$ cat config.mk
export PLATFORM = sky130hd
export DESIGN_NAME = regFile
export DESIGN_NICKNAME = d
export VERILOG_FILES = /design/src/regFile.sv
export SDC_FILE = /design/constraint.sdc
export NUM_CORES = 2
export LEC_CHECK = 0
export CAP_MARGIN = 20
export CORE_UTILIZATION = 30
export DETAILED_ROUTE_END_ITERATION = 7
export DONT_BUFFER_PORTS = 1
export PLACE_DENSITY = 0.51
export SETUP_SLACK_MARGIN = 0.05
export SKIP_CTS_REPAIR_TIMING = 1
export SKIP_LAST_GASP = 1
export SLEW_MARGIN = 20
export SYNTH_ARGS = -nofsm -noshare
export SYNTH_HDL_FRONTEND = slang
export SYNTH_SLANG_ARGS = --single-unit
$ cat constraint.sdc
create_clock -name clk -period 10.05 [get_ports clk]
set_input_delay 2.01 -clock clk [delete_from_list [all_inputs] [get_ports clk]]
set_output_delay 2.01 -clock clk [all_outputs]
set_load 0.01 [all_outputs]
$ cat src/regFile.sv
`timescale 1ns/100ps
`default_nettype none

module regFile (
	input  logic clk,
	input  logic rstN,
	input  logic [4:0] raddrA,
	input  logic [4:0] raddrB,
	output logic [31:0] rdataA,
	output logic [31:0] rdataB,
	input  logic we,
	input  logic [4:0] waddr,
	input  logic [31:0] wdata
);

	logic [31:0] regs [32];

	// Write seen by a read in the same cycle
	function automatic logic [31:0] readPort(input logic [4:0] addr);
		if (addr == 5'd0)
			return 32'd0; // r0 hard-wired
		else if (we && waddr == addr)
			return wdata;
		else
			return regs[addr];
	endfunction

	// Reads follow writeback and register contents as well as the address
	always_comb
	begin
		rdataA = readPort(raddrA);
		rdataB = readPort(raddrB);
	end

	always_ff @(posedge clk)
	begin
		if (!rstN)
		begin
			for (int i = 0; i < 32; i++)
				regs[i] <= '0; // Architectural state starts at zero
		end
		else if (we && waddr != 5'd0)
			regs[waddr] <= wdata;
	end

endmodule

`default_nettype wire

==> impl_metrics.env <==
export IMPL_run_status="finished with violations"
export IMPL_failed_checks="slew limit"
export IMPL_drt_pre_antenna_iters=5
export IMPL_std_cell_rows=157
export IMPL_design_final_nets=3698
export IMPL_postLayoutCoreUtil=0.336
export IMPL_drt_antenna_violating_nets=0
export IMPL_top_level_port_count=114
export IMPL_grt_ovfl_total=0
export IMPL_rsz0062_at_grt="no"
export IMPL_wire_per_inst_um=36.6
export IMPL_worst_ep_arrival_time_ps=5120
export IMPL_powerDensity_mw_per_mm2=168
export IMPL_synth_area_in_compound_gates=0.0645
export IMPL_yosys_area_share_simple=0.126
export IMPL_max_slew_margin_rel=-0.0540
export IMPL_global_placer_s_final_weighted_congestion=0.828
export IMPL_final_max_tran_viols=37
export IMPL_core_region_area_mm2=0.183
export IMPL_post_route_period_util=0.710
export IMPL_ctsRootBufferMaster="sky130_fd_sc_hd__clkbuf_16"
export IMPL_timing_critical_path_required_ps=8040
export IMPL_portion_of_synthesized_cell_area_occupied_by_the_leading_cell_type=0.556
export IMPL_chipWidth_um=431
export IMPL_largest_registers="regs (1024)"
export IMPL_timing_critical_path_from="raddrA[0]"
export IMPL_area_growth_synth_to_final_pct=11.3
export IMPL_synth_adder_area_share=0
export IMPL_critPathLaunchType="input pin"
export IMPL_clkTransAtPathRegs_ps=70
export IMPL_cellLeakagePower_nw=20.9
export IMPL_synthXorXnorAreaFrac=0.00158
export IMPL_max_clock_path_buffers=3
export IMPL_worstSetupEndpointType="output pin"
export IMPL_main_combinational_cell_family_by_area_after_synthesis="multiplexers"
export IMPL_netlist_top_cells_area="sky130_fd_sc_hd__edfxtp_1 56%, sky130_fd_sc_hd__mux4_2 14%, sky130_fd_sc_hd__and2_1 11%"
export IMPL_detailedPlacementHpwl_um=122000
export IMPL_globalRouteTotalUtil=0.240
export IMPL_fin_cells=6212
export IMPL_filler_cell_count=17665
export IMPL_timing_max_cap_violations=0
export IMPL_wire_length_of_the_first_global_routing_pass_um=308000
export IMPL_largest_reg_flops=1024
export IMPL_cts_inserted_buffers=114
export IMPL_synth_ff_latch_count=1024
export IMPL_syn_area_mm2=0.0553
export IMPL_max_freq_ghz=0.140
export IMPL_maximum_number_of_pins_on_one_net_before_global_route_repair=338
export IMPL_synthDominantAreaCellType="sky130_fd_sc_hd__edfxtp_1"
export IMPL_syn_instance_count=3818
export IMPL_timing_final_crit_period_ps=7130
export IMPL_dp_cells=5996
export IMPL_cts_htree_levels=3
export IMPL_hp_start="wdata[30]"
export IMPL_vias=35586
export IMPL_aggregate_routed_wire_length_um=227000
export IMPL_final_hold_violation_count=0
export IMPL_cp_max_fo=337
export IMPL_worstSetupPathType="input pin to output pin"
export IMPL_ys_async_sr_fraction=0
export IMPL_top_cell_types_by_occurrence_after_synthesis="1024 x sky130_fd_sc_hd__edfxtp_1, 994 x sky130_fd_sc_hd__and2_1, 351 x sky130_fd_sc_hd__mux4_2"
export IMPL_die_area_mm2=0.186
export IMPL_antenna_found_initial=21
export IMPL_fin_worst_hold_slack_ps=1450
export IMPL_die_height_um=431
export IMPL_via_per_inst=5.73
export IMPL_drc_errors_left=0
export IMPL_cts_tree="done"
export IMPL_grt_pass1_vias=35012
export IMPL_synthFlopType="sky130_fd_sc_hd__edfxtp_1"
export IMPL_synth_edff_count=1024
export IMPL_initial_core_util=0.302
export IMPL_tightestPinTransition_ps=1580
export IMPL_library_cell_with_the_highest_instance_count_after_synthesis="sky130_fd_sc_hd__edfxtp_1"
export IMPL_synth_lib_cells_used_distinct=56
export IMPL_final_setup_tns_ps=0
export IMPL_layout_drive_gt1_share=0.197
export IMPL_yosysWarnings=0
export IMPL_place_port_buffers=0
export IMPL_top_register="regs"
export IMPL_post_synth_mux_area_share=0.214
export IMPL_clock_tree_sinks=1024
export IMPL_timing_final_setup_violations=0
export IMPL_max_vdd_ir_drop_v=0.000155
export IMPL_avgSynthCellArea_um2=14.5
export IMPL_drtIter0Drc=4808
export IMPL_min_path_type="input pin to flip-flop"
export IMPL_seq_area_frac_synth=0.556
final cells by class:
type                    instances  area, um^2  share of cell area
diodes                          6        15.0            0.000244
clock buffers                 137        2960              0.0481
clock inverters                73         694              0.0113
inverters                       3        11.3            0.000183
multi-input cells            2404       23200               0.378
flip-flops and latches       1024       30700               0.500
well taps                    2464        3080              0.0501
repair buffers                101         806              0.0131
power by group:
group | internal (mW) | switching [mW]
clock network | 2.38 | 1.85
registers | 4.94 | 0.117
logic | 0.458 | 0.621
total | 7.77 | 2.59
placed cells by master, fill, tap and decap left out, drive strengths merged, types with 11 or more instances in the layout:
master and n:
a221oi 22, o211ai 11, and2 996, a32o 32, o221ai 38, o221a 19, mux4 370, nor2 43
a21oi 55, a2111oi 12, conb 32, bufinv 11, o22ai 37, a211oi 33, a22oi 105, nand2 80
a221o 11, mux2 12, clkbuf 137, o21ai 96, buf 101, clkinv 49, mux2i 328, a22o 12
edfxtp 1024
critical path: stages:
cell,delay (ps)
sky130_fd_sc_hd__mux2i_1,580
sky130_fd_sc_hd__a221oi_1,1170
sky130_fd_sc_hd__o21ai_0,220
sky130_fd_sc_hd__nand2_1,120
sky130_fd_sc_hd__a221o_1,270
per-layer routing:
layer	track usage	wire [um]	vias up
li1	-	-	14364
met4	0.107	10800	0
met2	0.399	110000	1951
met1	0.304	87900	18838
met3	0.0451	18600	433
met5	0	0	-
through the flow:
stage	power [mW]	worst slack, ps	cell area (um^2)
after floorplan	5.90	4450	55400
after global placement	6.19	3620	57800
after detailed placement	6.20	3680	57900
after CTS	10.4	3660	61500
after global routing	10.6	3420	61500
final	10.4	2920	61600
cells by family (layout without fill, tap and decap cells):
| logic type | count (synthesis) | in the layout |
|---|---|---|
| AOI/OAI and AO/OA | 489 | 489 |
| xor gates and xnor gates | 10 | 10 |
| buffers and inverters | 421 | 314 |
| DFF | 1024 | 1024 |
| muxes | 710 | 710 |
| other | 1 | 38 |
| and+or+nand+nor | 1163 | 1163 |
worst paths after layout:
kind | to | slack [ps] | cells after the start
worst max-delay path | rdataA[17] | 2920 | 5
worst min-delay path | regs[25][30] | 1450 | 1
Power figures use the tool's default switching activity.
