<file path="src/mipsPkg.sv">
`default_nettype none

package mipsPkg;

	////////////////////////////////////////////////////////////
	// Instruction encodings
	////////////////////////////////////////////////////////////

	typedef enum logic [5:0] {
		RTYPE = 6'b000000, // Operation picked by funct
		LB    = 6'b100000,
		LH    = 6'b100001,
		LW    = 6'b100011,
		LBU   = 6'b100100,
		LHU   = 6'b100101,
		LWU   = 6'b100111, // Same as LW on a 32-bit datapath
		SB    = 6'b101000,
		SH    = 6'b101001,
		SW    = 6'b101011,
		ADDI  = 6'b001000,
		ANDI  = 6'b001100,
		ORI   = 6'b001101,
		XORI  = 6'b001110,
		SLTI  = 6'b001010,
		LUI   = 6'b001111,
		ENDOP = 6'b111111  // Retires as a no-op
	} opcodeE;

	typedef enum logic [5:0] {
		F_SLL  = 6'b000000, // Shift by shamt
		F_SRL  = 6'b000010,
		F_SRA  = 6'b000011,
		F_SLLV = 6'b000100, // Shift by rs[4:0]
		F_SRLV = 6'b000110,
		F_SRAV = 6'b000111,
		F_ADD  = 6'b100000,
		F_SUB  = 6'b100010,
		F_AND  = 6'b100100,
		F_OR   = 6'b100101,
		F_XOR  = 6'b100110,
		F_NOR  = 6'b100111,
		F_SLT  = 6'b101010
	} functE;

	typedef enum logic [3:0] {
		ALU_ADD = 4'd0,
		ALU_SUB = 4'd1,
		ALU_AND = 4'd2,
		ALU_OR  = 4'd3,
		ALU_XOR = 4'd4,
		ALU_NOR = 4'd5,
		ALU_SLL = 4'd6,
		ALU_SRL = 4'd7,
		ALU_SRA = 4'd8,
		ALU_SLT = 4'd9  // Signed compare
	} aluOpE;

	typedef enum logic [1:0] {
		SRC_REG   = 2'd0, // rt value
		SRC_IMM   = 2'd1, // Extended immediate
		SRC_SHAMT = 2'd2  // instr[10:6]
	} srcBE;

	typedef enum logic [1:0] {
		WORD = 2'd0,
		BYTE = 2'd1,
		HALF = 2'd2
	} loadSizeE;

	////////////////////////////////////////////////////////////
	// Pipeline records
	////////////////////////////////////////////////////////////

	typedef struct packed {
		logic regWrite;
		logic memToReg;     // Writeback from memory
		logic [3:0] byteEn; // Store lanes before address shift
		loadSizeE loadSize;
		logic loadUnsigned;
		aluOpE aluOp;
		srcBE srcB;
		logic regDst;       // rd when set, else rt
		logic zeroExt;      // Logic immediates
		logic luiShift;     // Immediate moved to upper half
	} ctrlWordT;

	typedef struct packed {
		logic valid;
		ctrlWordT ctrl;
		logic [31:0] rsVal;
		logic [31:0] rtVal;
		logic [31:0] imm32;
		logic [4:0] shamt;
		logic [4:0] destReg;
	} idExT;

	typedef struct packed {
		logic valid;
		ctrlWordT ctrl;
		logic [31:0] aluResult; // Also the memory address
		logic [31:0] storeData;
		logic [4:0] destReg;
	} exMemT;

	typedef struct packed {
		logic valid;
		logic [4:0] destReg;
		logic writeEn;          // Never set for r0
		logic [31:0] wbData;
		logic [3:0] storeEn;    // Lane enables after address shift
		logic [31:0] storeAddr;
		logic [31:0] storeData; // Unshifted rt value
	} retireT;

endpackage

`default_nettype wire
</file>
<file path="src/executeStage.sv">
`timescale 1ns/100ps
`default_nettype none

module executeStage (
	input  logic clk,
	input  logic rstN,
	input  mipsPkg::idExT idEx,
	output mipsPkg::exMemT exMem
);

	logic [31:0] opA, opB, shiftVal, aluResult;
	logic [4:0] shiftAmt;

	////////////////////////////////////////////////////////////
	// Operand selection
	////////////////////////////////////////////////////////////

	assign opA = idEx.rsVal;

	always_comb
	begin
		case (idEx.ctrl.srcB)
			mipsPkg::SRC_IMM:   opB = idEx.imm32;
			mipsPkg::SRC_SHAMT: opB = {27'd0, idEx.shamt};
			default:            opB = idEx.rtVal;
		endcase
	end

	// Shifts move rt, LUI moves the immediate
	assign shiftVal = idEx.ctrl.luiShift ? opB : idEx.rtVal;
	assign shiftAmt = idEx.ctrl.luiShift ? 5'd16
		: (idEx.ctrl.srcB == mipsPkg::SRC_SHAMT ? opB[4:0] : idEx.rsVal[4:0]);

	////////////////////////////////////////////////////////////
	// ALU
	////////////////////////////////////////////////////////////

	always_comb
	begin
		case (idEx.ctrl.aluOp)
			mipsPkg::ALU_ADD: aluResult = opA + opB;
			mipsPkg::ALU_SUB: aluResult = opA - opB;
			mipsPkg::ALU_AND: aluResult = opA & opB;
			mipsPkg::ALU_OR:  aluResult = opA | opB;
			mipsPkg::ALU_XOR: aluResult = opA ^ opB;
			mipsPkg::ALU_NOR: aluResult = ~(opA | opB);
			mipsPkg::ALU_SLL: aluResult = shiftVal << shiftAmt;
			mipsPkg::ALU_SRL: aluResult = shiftVal >> shiftAmt;
			mipsPkg::ALU_SRA: aluResult = $unsigned($signed(shiftVal) >>> shiftAmt);
			mipsPkg::ALU_SLT: aluResult = {31'd0, $signed(opA) < $signed(opB)};
			default:          aluResult = 32'd0;
		endcase
	end

	// Execute to memory register
	always_ff @(posedge clk)
	begin
		exMem.ctrl <= idEx.ctrl;
		exMem.aluResult <= aluResult;
		exMem.storeData <= idEx.rtVal;
		exMem.destReg <= idEx.destReg;
		if (!rstN)
			exMem.valid <= 1'b0;
		else
			exMem.valid <= idEx.valid;
	end

endmodule

`default_nettype wire

</file>
<file path="config.mk">
export PLATFORM = sky130hd
export DESIGN_NAME = executeStage
export DESIGN_NICKNAME = d
export VERILOG_FILES = /design/src/mipsPkg.sv /design/src/executeStage.sv
export SDC_FILE = /design/constraint.sdc
export NUM_CORES = 1
export LEC_CHECK = 0
export BUFFER_PORTS_ARGS = -buffer_cell sky130_fd_sc_hd__buf_2
export CORE_MARGIN = 2
export CORE_UTILIZATION = 33
export CTS_BUF_LIST = sky130_fd_sc_hd__clkbuf_8
export CTS_CLUSTER_SIZE = 25
export DETAILED_ROUTE_END_ITERATION = 10
export HOLD_SLACK_MARGIN = 0.12
export SYNTH_ARGS = -nofsm -noshare
export SYNTH_HDL_FRONTEND = slang
export SYNTH_SLANG_ARGS = --single-unit
</file>
<file path="constraint.sdc">
create_clock -name clk -period 5.19 [get_ports clk]
set_clock_uncertainty 0.15 [all_clocks]
set_input_delay 0.519 -clock clk [delete_from_list [all_inputs] [get_ports clk]]
set_output_delay 0.519 -clock clk [all_outputs]
set_load 0.02 [all_outputs]
</file>
==> results.json <==
{
  "globalplace.congestion": 1.005,
  "leakagePower_nw": 6.740,
  "final_common_cell": "buf_2",
  "firstDrtPassIters": 7,
  "max_cap_violations": 0,
  "ant_nets": 0,
  "clockBufferDepth": 2,
  "cp-start-kind": "primary input",
  "first_global_vias": 13080,
  "critPathArrivalTime_ns": 5.19,
  "yosys_most_used_dff": "dfxtp_1",
  "critPathCaptureType": "flip-flop",
  "die_area_um2": 37570,
  "regArea_um2": 1762,
  "cts_tree": "yes",
  "slew_headroom_pct": 33.30,
  "cpLargestDelayFamily": "compound AO/OA/AOI/OAI gates",
  "layout.nets": 2105,
  "largest_register_ff_count": 88,
  "overflow": 0,
  "hold_violations": 0,
  "synthesis.nets": 1869,
  "synth_top_area_share_pct": 14.81,
  "layout.cells.non_filler": 2344,
  "tightest_slew_ns": 0.9901,
  "path_cells": "dlygate4sd3_1, buf_2, inv_1, ha_2, a22o_1, o21a_1, inv_1, ha_1, a21o_1, a21oi_1, o21ai_0, a311o_1, a21oi_1, nand2b_1, a21o_1, o22ai_1, a21o_1",
  "avgSynthCellArea_um2": 7.242,
  "drt_iter0_drc": 1744,
  "placed_area_um2": 13790,
  "worst_hold_slack_ns": 0.1390,
  "finalCritPeriodShare_pct": 96.90,
  "multi_input_area_um2": 9263,
  "synthArstFlopShare_pct": 0,
  "worstHoldEndpoint": "exMem[87]",
  "synthCells": 1642,
  "top_register": "exMem",
  "status": "finished clean",
  "min_period_ns": 5.029,
  "final_cell_mix": "buf_2 (214), nand2_1 (200), mux2i_1 (154)",
  "root_buffer": "clkbuf_8",
  "io_buffers": 214,
  "die_width_um": 193.8,
  "n_fill_cell": 3713,
  "path_buf_inv": 4,
  "grt_max_degree": 43,
  "wl_met1_mm": 23.86,
  "cp.required_ns": 5.35,
  "worst-path-max-fanout": 22,
  "htreeDepth": 3,
  "grt_pass1_wl_mm": 81.57,
  "vias": 13990,
  "cpMostUsedCell": "a21o_1",
  "clkTransAtPathRegs_ns": 0.08,
  "synth.cell_area_um2": 11890,
  "worst_path_largest_cell_delay_ns": 0.53,
  "timing.hold.worst.start": "idEx[124]",
  "coreArea_um2": 35570,
  "setup_tns_ns": 0,
  "diodes": 0,
  "slew_viol_final": 0,
  "synth-seq-cells": 88,
  "rsz0062_at_grt": "false",
  "yosysWarnings": 0,
  "top_regs": "exMem (88)",
  "synth_edf_count": 0,
  "wl_mm": 54.87,
  "antenna_found_initial": 0,
  "synth_seq_area_share_pct": 14.81,
  "netlist.top_cell.by_area": "dfxtp_1",
  "fin_area_um2": 14480,
  "final_core_util_pct": 40.70,
  "top_layer_used": "met4",
  "hp-class": "primary input to flip-flop",
  "fin_ws_ns": 0.1611,
  "power_mw": 3.140,
  "die_h_um": 193.8,
  "fp-row-count": 69,
  "numCtsBuffers": 9,
  "power_density_nw_per_um2": 216.9,
  "drcViolationCount": 0,
  "synthDistinctLibCells": 91,
  "critPathKind": "primary input to flip-flop",
  "irDropWorstVdd_uv": 165.4,
  "met2WireLength_mm": 23.62,
  "dr_wl_met3_mm": 4.656,
  "synthTopCellsByArea": "dfxtp_1 (15%), mux2i_1 (13%), ha_1 (10%), nand2_1 (6.3%), a21oi_1 (4.4%)",
  "cts_sinks": 88,
  "routedWlPerCell_um": 23.41,
  "io_pins": 215,
  "crit_slowest_cell": "dlygate4sd3_1",
  "grt_usage_pct": 28.21,
  "finalSetupViolCount": 0,
  "start_util_pct": 33.43,
  "via_per_inst": 5.970,
  "max_freq_mhz": 198.9,
  "area_delta_synth_final_pct": 21.74,
  "holdPathStages": 2,
  "place_inst": 2278,
  "pre_cts_ws_ns": 0.2519,
  "drive_gt1_share_pct": 20.29,
  "dp_hpwl_mm": 43.31
}
timing repair:
action | 4_1_cts | 5_1_grt
resized for setup | 0 | 4
endpoints found under the setup margin | 0 | 2
setup buffers | 0 | 0
hold buffers | 50 | 0
hold endpoints to repair | 50 | 0
kinds of logic (layout without fill, tap and decap cells):
kind of cell / count (synthesis) / after routing / share of synthesized area (%)
compound gates: 528 / 528 / 30.75
xor+xnor: 5 / 5 / 0.3682
fa+ha+maj: 100 / 100 / 10.65
buf+inv: 241 / 482 / 8.260
flops: 88 / 88 / 14.81
mux: 196 / 196 / 16.94
simple gates: 484 / 484 / 18.22
cell type report:
cell class                      count  area share [%]
Timing Repair Buffer              346           15.54
Clock buffer                       10          0.9507
Multi-Input combinational cell   1313           63.98
Tap cell                          461           3.984
Clock inverter                      6          0.2593
Inverter                          120           3.111
Sequential cell                    88           12.17
synthesized netlist by cell type (all sizes together), types with 12 or more instances:
cell type / number
o32ai: 12
a211oi: 16
a31oi: 35
nor3: 30
a21o: 20
nand2: 200
nor2: 124
a221o: 12
a21oi: 105
inv: 120
o211ai: 27
mux2i: 154
mux2: 42
a221oi: 33
buf: 47
nand2b: 20
nand3: 46
o31ai: 14
dfxtp: 88
clkbuf: 74
o22ai: 18
ha: 98
o21ai: 109
o221ai: 15
per-layer routing:
layer / global-route usage (%) / up-vias
met1: 38.09 / 6586
met4: 13.33 / 0
met2: 42.88 / 775
met3: 5.810 / 127
met5: 0 / -
li1: - / 6505
power breakdown:
group	internal, mW	switching (mW)
logic	0.683	1.20
registers	0.748	0.0232
clock network	0.184	0.303
how the worst max path moves through the flow:
stage                         start         to  slack, ns  cells past startpoint
after global routing      idEx[109]  exMem[67]       0.02                     16
after detailed placement  idEx[109]  exMem[65]       0.25                     19
after CTS                 idEx[109]  exMem[65]       0.16                     20
after global placement    idEx[109]  exMem[65]       0.38                     19
after floorplan           idEx[109]  exMem[65]       0.46                     20
final                     idEx[109]  exMem[64]       0.16                     17
No activity file was read; power rests on OpenSTA's default activity.
