<file path="config.mk">
export PLATFORM = sky130hd
export DESIGN_NAME = decodeStage
export DESIGN_NICKNAME = d
export VERILOG_FILES = /design/src/mipsPkg.sv /design/src/decodeStage.sv /design/src/controlUnit.sv
export SDC_FILE = /design/constraint.sdc
export NUM_CORES = 1
export LEC_CHECK = 0
export BUFFER_PORTS_ARGS = -buffer_cell sky130_fd_sc_hd__buf_2
export CORE_AREA = 2 2 134 136
export CTS_CLUSTER_DIAMETER = 200
export DETAILED_ROUTE_END_ITERATION = 7
export DIE_AREA = 0 0 136 138
export GPL_TIMING_DRIVEN = 0
export MAX_ROUTING_LAYER = met4
export PLACE_DENSITY = 0.62
export SETUP_SLACK_MARGIN = 0.2
export SLEW_MARGIN = 30
export SYNTH_ARGS = -nofsm -noshare
export SYNTH_HDL_FRONTEND = slang
export SYNTH_SLANG_ARGS = --single-unit
</file>
<file path="constraint.sdc">
create_clock -name clk -period 5.3 [get_ports clk]
set_input_delay 1.59 -clock clk [delete_from_list [all_inputs] [get_ports clk]]
set_output_delay 1.59 -clock clk [all_outputs]
set_load 0.01 [all_outputs]
</file>
<file path="src/mipsPkg.sv">
`default_nettype none

package mipsPkg;

	////////////////////////////////////////////////////////////
	// Instruction encodings
	////////////////////////////////////////////////////////////

	typedef enum logic [5:0] {
		RTYPE = 6'b000000, // Operation picked by funct
		LB    = 6'b100000,
		LH    = 6'b100001,
		LW    = 6'b100011,
		LBU   = 6'b100100,
		LHU   = 6'b100101,
		LWU   = 6'b100111, // Same as LW on a 32-bit datapath
		SB    = 6'b101000,
		SH    = 6'b101001,
		SW    = 6'b101011,
		ADDI  = 6'b001000,
		ANDI  = 6'b001100,
		ORI   = 6'b001101,
		XORI  = 6'b001110,
		SLTI  = 6'b001010,
		LUI   = 6'b001111,
		ENDOP = 6'b111111  // Retires as a no-op
	} opcodeE;

	typedef enum logic [5:0] {
		F_SLL  = 6'b000000, // Shift by shamt
		F_SRL  = 6'b000010,
		F_SRA  = 6'b000011,
		F_SLLV = 6'b000100, // Shift by rs[4:0]
		F_SRLV = 6'b000110,
		F_SRAV = 6'b000111,
		F_ADD  = 6'b100000,
		F_SUB  = 6'b100010,
		F_AND  = 6'b100100,
		F_OR   = 6'b100101,
		F_XOR  = 6'b100110,
		F_NOR  = 6'b100111,
		F_SLT  = 6'b101010
	} functE;

	typedef enum logic [3:0] {
		ALU_ADD = 4'd0,
		ALU_SUB = 4'd1,
		ALU_AND = 4'd2,
		ALU_OR  = 4'd3,
		ALU_XOR = 4'd4,
		ALU_NOR = 4'd5,
		ALU_SLL = 4'd6,
		ALU_SRL = 4'd7,
		ALU_SRA = 4'd8,
		ALU_SLT = 4'd9  // Signed compare
	} aluOpE;

	typedef enum logic [1:0] {
		SRC_REG   = 2'd0, // rt value
		SRC_IMM   = 2'd1, // Extended immediate
		SRC_SHAMT = 2'd2  // instr[10:6]
	} srcBE;

	typedef enum logic [1:0] {
		WORD = 2'd0,
		BYTE = 2'd1,
		HALF = 2'd2
	} loadSizeE;

	////////////////////////////////////////////////////////////
	// Pipeline records
	////////////////////////////////////////////////////////////

	typedef struct packed {
		logic regWrite;
		logic memToReg;     // Writeback from memory
		logic [3:0] byteEn; // Store lanes before address shift
		loadSizeE loadSize;
		logic loadUnsigned;
		aluOpE aluOp;
		srcBE srcB;
		logic regDst;       // rd when set, else rt
		logic zeroExt;      // Logic immediates
		logic luiShift;     // Immediate moved to upper half
	} ctrlWordT;

	typedef struct packed {
		logic valid;
		ctrlWordT ctrl;
		logic [31:0] rsVal;
		logic [31:0] rtVal;
		logic [31:0] imm32;
		logic [4:0] shamt;
		logic [4:0] destReg;
	} idExT;

	typedef struct packed {
		logic valid;
		ctrlWordT ctrl;
		logic [31:0] aluResult; // Also the memory address
		logic [31:0] storeData;
		logic [4:0] destReg;
	} exMemT;

	typedef struct packed {
		logic valid;
		logic [4:0] destReg;
		logic writeEn;          // Never set for r0
		logic [31:0] wbData;
		logic [3:0] storeEn;    // Lane enables after address shift
		logic [31:0] storeAddr;
		logic [31:0] storeData; // Unshifted rt value
	} retireT;

endpackage

`default_nettype wire
</file>
<file path="src/decodeStage.sv">
`timescale 1ns/100ps
`default_nettype none

module decodeStage (
	input  logic clk,
	input  logic rstN,
	input  logic inValid,
	output logic inReady,
	input  logic [31:0] instr,
	output logic [4:0] raddrA,
	output logic [4:0] raddrB,
	input  logic [31:0] rdataA,
	input  logic [31:0] rdataB,
	input  mipsPkg::retireT wbDone,
	output mipsPkg::idExT idEx
);

	mipsPkg::ctrlWordT ctrl;
	logic [4:0] rs, rt, rd, destReg;
	logic [31:0] imm32;
	logic [31:0] busy;          // One bit per register awaiting writeback
	logic [31:0] setMask, clearMask, busyNow;
	logic usesRs, usesRt, writesReg, hazard, accept;

	////////////////////////////////////////////////////////////
	// Field extraction
	////////////////////////////////////////////////////////////

	controlUnit ctrlUnit (
		.op    (mipsPkg::opcodeE'(instr[31:26])),
		.funct (mipsPkg::functE'(instr[5:0])),
		.ctrl  (ctrl)
	);

	assign rs = instr[25:21];
	assign rt = instr[20:16];
	assign rd = instr[15:11];
	assign destReg = ctrl.regDst ? rd : rt;
	assign imm32 = ctrl.zeroExt ? {16'd0, instr[15:0]} : {{16{instr[15]}}, instr[15:0]};

	assign raddrA = rs;
	assign raddrB = rt;

	////////////////////////////////////////////////////////////
	// Scoreboard
	////////////////////////////////////////////////////////////

	assign usesRt = ctrl.regDst || (ctrl.byteEn != 4'b0000); // R-type and stores
	assign usesRs = (ctrl.regWrite || ctrl.byteEn != 4'b0000)
		&& ctrl.srcB != mipsPkg::SRC_SHAMT && !ctrl.luiShift;
	assign writesReg = ctrl.regWrite && destReg != 5'd0;

	assign clearMask = wbDone.writeEn ? (32'd1 << wbDone.destReg) : 32'd0;
	assign setMask = accept && writesReg ? (32'd1 << destReg) : 32'd0;
	assign busyNow = busy & ~clearMask; // Retiring now, bypassed in regFile

	// A busy destination also stalls, so an older writeback never clears a younger entry
	assign hazard = (usesRs && busyNow[rs]) || (usesRt && busyNow[rt])
		|| (writesReg && busyNow[destReg]);
	assign inReady = !hazard;
	assign accept = inValid && inReady;

	always_ff @(posedge clk)
	begin
		if (!rstN)
			busy <= '0;
		else
			busy <= busyNow | setMask; // Set wins over clear
	end

	// Decode to execute register
	always_ff @(posedge clk)
	begin
		idEx.ctrl <= ctrl;
		idEx.rsVal <= rdataA;
		idEx.rtVal <= rdataB;
		idEx.imm32 <= imm32;
		idEx.shamt <= instr[10:6];
		idEx.destReg <= destReg;
		if (!rstN)
			idEx.valid <= 1'b0;
		else
			idEx.valid <= accept; // Bubble on stall
	end

	aValidFromHandshake: assert property (@(posedge clk) disable iff (!rstN)
		idEx.valid |-> $past(inValid && inReady))
		else $error("decodeStage: idEx.valid without handshake");

	aWbWasBusy: assert property (@(posedge clk) disable iff (!rstN)
		wbDone.writeEn |-> busy[wbDone.destReg])
		else $error("decodeStage: writeback to a register not marked busy");

endmodule

`default_nettype wire

</file>
<file path="src/controlUnit.sv">
`timescale 1ns/100ps
`default_nettype none

module controlUnit (
	input  mipsPkg::opcodeE  op,
	input  mipsPkg::functE   funct,
	output mipsPkg::ctrlWordT ctrl
);

	////////////////////////////////////////////////////////////
	// Control word builders
	////////////////////////////////////////////////////////////

	function automatic mipsPkg::ctrlWordT loadCtrl(input mipsPkg::loadSizeE size,
		input logic isUnsigned);
		mipsPkg::ctrlWordT c;
		c = '0;
		c.regWrite = 1'b1;
		c.memToReg = 1'b1;
		c.loadSize = size;
		c.loadUnsigned = isUnsigned;
		c.srcB = mipsPkg::SRC_IMM;  // Base plus offset
		c.aluOp = mipsPkg::ALU_ADD;
		return c;
	endfunction

	function automatic mipsPkg::ctrlWordT storeCtrl(input logic [3:0] lanes);
		mipsPkg::ctrlWordT c;
		c = '0;
		c.byteEn = lanes;
		c.srcB = mipsPkg::SRC_IMM;
		c.aluOp = mipsPkg::ALU_ADD;
		return c;
	endfunction

	function automatic mipsPkg::ctrlWordT immCtrl(input mipsPkg::aluOpE alu, input logic zext);
		mipsPkg::ctrlWordT c;
		c = '0;
		c.regWrite = 1'b1;
		c.srcB = mipsPkg::SRC_IMM;
		c.aluOp = alu;
		c.zeroExt = zext;
		return c;
	endfunction

	function automatic mipsPkg::ctrlWordT rCtrl(input mipsPkg::aluOpE alu, input mipsPkg::srcBE src);
		mipsPkg::ctrlWordT c;
		c = '0;
		c.regWrite = 1'b1;
		c.regDst = 1'b1; // Result to rd
		c.aluOp = alu;
		c.srcB = src;
		return c;
	endfunction

	////////////////////////////////////////////////////////////
	// Decode
	////////////////////////////////////////////////////////////

	always_comb
	begin
		ctrl = '0; // Unknown codes and END write nothing
		case (op)
			mipsPkg::RTYPE:
			begin
				case (funct)
					mipsPkg::F_ADD:  ctrl = rCtrl(mipsPkg::ALU_ADD, mipsPkg::SRC_REG);
					mipsPkg::F_SUB:  ctrl = rCtrl(mipsPkg::ALU_SUB, mipsPkg::SRC_REG);
					mipsPkg::F_AND:  ctrl = rCtrl(mipsPkg::ALU_AND, mipsPkg::SRC_REG);
					mipsPkg::F_OR:   ctrl = rCtrl(mipsPkg::ALU_OR, mipsPkg::SRC_REG);
					mipsPkg::F_XOR:  ctrl = rCtrl(mipsPkg::ALU_XOR, mipsPkg::SRC_REG);
					mipsPkg::F_NOR:  ctrl = rCtrl(mipsPkg::ALU_NOR, mipsPkg::SRC_REG);
					mipsPkg::F_SLT:  ctrl = rCtrl(mipsPkg::ALU_SLT, mipsPkg::SRC_REG);
					mipsPkg::F_SLL:  ctrl = rCtrl(mipsPkg::ALU_SLL, mipsPkg::SRC_SHAMT);
					mipsPkg::F_SRL:  ctrl = rCtrl(mipsPkg::ALU_SRL, mipsPkg::SRC_SHAMT);
					mipsPkg::F_SRA:  ctrl = rCtrl(mipsPkg::ALU_SRA, mipsPkg::SRC_SHAMT);
					mipsPkg::F_SLLV: ctrl = rCtrl(mipsPkg::ALU_SLL, mipsPkg::SRC_REG);
					mipsPkg::F_SRLV: ctrl = rCtrl(mipsPkg::ALU_SRL, mipsPkg::SRC_REG);
					mipsPkg::F_SRAV: ctrl = rCtrl(mipsPkg::ALU_SRA, mipsPkg::SRC_REG);
					default:         ctrl = '0;
				endcase
			end
			mipsPkg::LB:   ctrl = loadCtrl(mipsPkg::BYTE, 1'b0);
			mipsPkg::LH:   ctrl = loadCtrl(mipsPkg::HALF, 1'b0);
			mipsPkg::LW:   ctrl = loadCtrl(mipsPkg::WORD, 1'b0);
			mipsPkg::LBU:  ctrl = loadCtrl(mipsPkg::BYTE, 1'b1);
			mipsPkg::LHU:  ctrl = loadCtrl(mipsPkg::HALF, 1'b1);
			mipsPkg::LWU:  ctrl = loadCtrl(mipsPkg::WORD, 1'b1);
			mipsPkg::SB:   ctrl = storeCtrl(4'b0001);
			mipsPkg::SH:   ctrl = storeCtrl(4'b0011);
			mipsPkg::SW:   ctrl = storeCtrl(4'b1111);
			mipsPkg::ADDI: ctrl = immCtrl(mipsPkg::ALU_ADD, 1'b0);
			mipsPkg::ANDI: ctrl = immCtrl(mipsPkg::ALU_AND, 1'b1);
			mipsPkg::ORI:  ctrl = immCtrl(mipsPkg::ALU_OR, 1'b1);
			mipsPkg::XORI: ctrl = immCtrl(mipsPkg::ALU_XOR, 1'b1);
			mipsPkg::SLTI: ctrl = immCtrl(mipsPkg::ALU_SLT, 1'b0);
			mipsPkg::LUI:
			begin
				ctrl = immCtrl(mipsPkg::ALU_SLL, 1'b0);
				ctrl.luiShift = 1'b1; // Shift by 16
			end
			default:       ctrl = '0;
		endcase
	end

	// Legal lane patterns, and a store never writes a register
	always_comb
	begin
		assert ((ctrl.byteEn inside {4'b0000, 4'b0001, 4'b0011, 4'b1111})
			&& !(ctrl.byteEn != 4'b0000 && (ctrl.regWrite || ctrl.memToReg)))
			else $error("controlUnit: illegal store control word");
	end

endmodule

`default_nettype wire

</file>
==> flow_summary.ini <==
[detailed_routing]
dr.pass1.iters = 8
dr.first_iter.drc_count = 476
wl_per_cell_um = 18.81
ant_nets = 0
via_per_inst = 5.251
via_count = 5797
wl_mm = 20.76
drcViolationCount = 0

[synthesis]
synth_top_cell_by_area = dfxtp_1
synth_cell_types = 79
yosysMostFrequentCell = dfxtp_1
ys_seq_area_frac = 0.4865
syn-num-nets = 792
synth-seq-cells = 136
yosys_warnings = 0
syn_inst = 586
synth_edf_count = 0
synth.avg_cell_area_um2 = 9.551
async_flop_share = 0
syn_area_um2 = 5597
ys_top_cells_by_area = dfxtp_1, buf_4, nand2_1, o21ai_0, nor2_1
synth_top_area_share = 0.4865
ys.flop_type = dfxtp_1
yosys-top-cells-count = dfxtp_1, nand2_1, nor2_1

[global_routing]
grt.busiest_layer = met2
grtUsageMet2 = 0.3510
grt_max_degree = 17
grt_pass1_wl_mm = 30.42
grt.met1_usage = 0.2567
overflow = 0
grtUsageMet3 = 0.04950
track_usage = 0.2170
grt_pass1_vias = 5393
antenna_found_initial = 3

[cts]
root_buffer = clkbuf_16
clk_pin_slew_ns = 0.06
ctsHtreeMaxLevel = 4
clockBufferDepth = 2
insertion_delay_ns = 0.43
cts_buffers = 17
cts_num_sinks = 136
cts_tree = built

[power_and_ir_drop]
pwr-share-seq = 0.396
switching_power_mw = 0.7322
ir_worst_vdd_uv = 213.5
p_sw_frac = 0.2703
powerDensity_nw_per_um2 = 323.8
p_leak_nw = 3.614
pwr-share-comb = 0.122
p_clk_frac = 0.482
p_int_mw = 1.977

[sta]
rsz0062_at_grt = yes
setup_viol = 1
finalCritPeriodShare = 1.039
fin_ws_ns = -0.2060
fin_crit_ns = 5.506
max_freq_mhz = 181.6
clock_skew_ns = 0.01166
hold_violations = 0
maxSlewHeadroom = 0.4944
final_max_slew_viol_count = 0
tightest_slew_ns = 0.7522

[setup_path]
end_kind = primary output
cp.arrival_ns = 3.92
crit_path_start_kind = input pin
crit_chain = buf_2, buf_4, or2_2, o211ai_1, buf_4, nand3_4, and2_4, inv_1, o21ai_2, a2bb2oi_2, o311ai_4, nand3_4, inv_4, buf_6
cp.required_ns = 3.71
cp_slowest_stage_delay_ns = 0.38
crit_slowest_cell = o311ai_4
worst-path-max-fanout = 9
critical_path.top_delay_family = simple AND/OR/NAND/NOR gates
critical_path_class = input pin to primary output
cp_num_buf_inv = 6

[job]
maxCapViolCount = 0

[cells_and_area]
final-instance-count-excl-fill = 1104
area_delta_synth_final_pct = 49.47
drive_gt1_frac = 0.4656
layout.nets = 1065
fillers = 1715

[placement]
dpl_worst_slack_ns = -0.8288
hpwl_mm = 15.41
gp_congestion = 0.9480
port_buffers = 233
dp_cells = 1048

[floorplan]
die_h_um = 138
start_util = 0.3192
num_rows = 49
die-area_um2 = 18770
core-area_um2 = 17530
io_pins = 342
die_w_um = 136

[status]
status = finished, violations left
violations = setup timing

[min_path]
hold_class = flip-flop to flip-flop
## state kept, by name, indices dropped and copies added, names as in the netlist
name and cells:
busy 32, idEx 104
## power by group through the flow
stage / combinational, mW / clock [mW] / sequential (mW)
final: 0.330 / 1.31 / 1.07
after floorplan: 0.133 / 0 / 1.12
after global routing: 0.353 / 1.38 / 1.08
after detailed placement: 0.288 / 0 / 1.10
after global placement: 0.287 / 0 / 1.09
after CTS: 0.309 / 1.33 / 1.07
## worst register-to-register path, cell delays in order, from the launching register on
cell and delay (ns):
dfxtp_1 0.35, o21ai_4 0.09, buf_6 0.13, a222oi_1 0.33
nand3_1 0.13, a311o_1 0.34, a311oi_4 0.40, nor3_4 0.12
buf_4 0.20, and2_2 0.20, a32o_1 0.24
## routing by layer
layer  vias up  routed length [µm]
met2       311               10160
met4         0                 675
met5         -                   0
met1      2728                8139
li1       2697                   -
met3        61                1787
## cell type report
class	instances	area, µm²	share of cell area
multi-input cells	370	2806	0.3355
flip-flops and latches	136	2723	0.3255
repair buffers	255	1374	0.1642
plain buffers	57	427.9	0.05115
clock buffers	17	425.4	0.05085
well taps	229	286.5	0.03425
clock inverters	15	227.7	0.02722
inverters	22	87.58	0.01047
diodes	3	7.507	0.0008974
## placed cells by master, fill, tap and decap left out, types with 5 or more instances in the layout
master       n
buf_2      228
dfxtp_1    136
buf_4       53
nand2_1     47
nor2_1      33
a21oi_1     22
inv_1       18
clkbuf_16   18
o22ai_1     16
nor3_1      15
o21ai_1     13
nand3_1     12
nand2b_1    11
o21ai_0     11
o21a_1      11
nor2b_1      8
buf_6        8
mux2i_1      8
o21ai_4      8
clkbuf_2     7
and3_1       7
nand3b_1     7
nand4b_1     7
clkbuf_1     6
a32o_1       6
o211ai_1     5
o32ai_1      5
a221oi_1     5
inv_6        5
## cell families after synthesis
kind of cell / share of synthesized area
simple gates: 0.1844
buf+inv: 0.08495
compound gates: 0.2128
mux: 0.03130
flops: 0.4865
## per-stage QoR
| stage | power (mW) | TNS [ns] | util | area [µm²] | hold WS (ns) |
|---|---|---|---|---|---|
| after floorplan | 1.249 | -0.004728 | - | 5647 | 0.4587 |
| after global placement | 1.381 | -0.8732 | 0.4049 | 7099 | 0.4961 |
| after detailed placement | 1.383 | -0.8288 | 0.4052 | 7106 | 0.5005 |
| after CTS | 2.712 | -0.2553 | 0.4625 | 8109 | 0.5092 |
| after global routing | 2.808 | -0.2651 | 0.4771 | 8366 | 0.4947 |
| final | 2.709 | -0.2060 | 0.4771 | 8366 | 0.4831 |
## final timing paths
check	slack (ns)	end	startpoint	cells after the start
setup / recovery	-0.21	inReady	instr[0]	14
hold / removal	0.48	busy[0]$_SDFF_PN0_	busy[0]$_SDFF_PN0_	2
setup reg to reg	2.67	busy[4]$_SDFF_PN0_	busy[17]$_SDFF_PN0_	10
hold reg to reg	0.48	busy[0]$_SDFF_PN0_	busy[0]$_SDFF_PN0_	2
## timing repair
item	4_1_cts	5_1_grt
setup endpoints to repair	1	1
gates resized for setup	62	56
hold endpoints to repair	0	0
setup buffers	14	8
pin swaps	17	20
hold buffers	0	0
(Power assumes the default switching activity.)
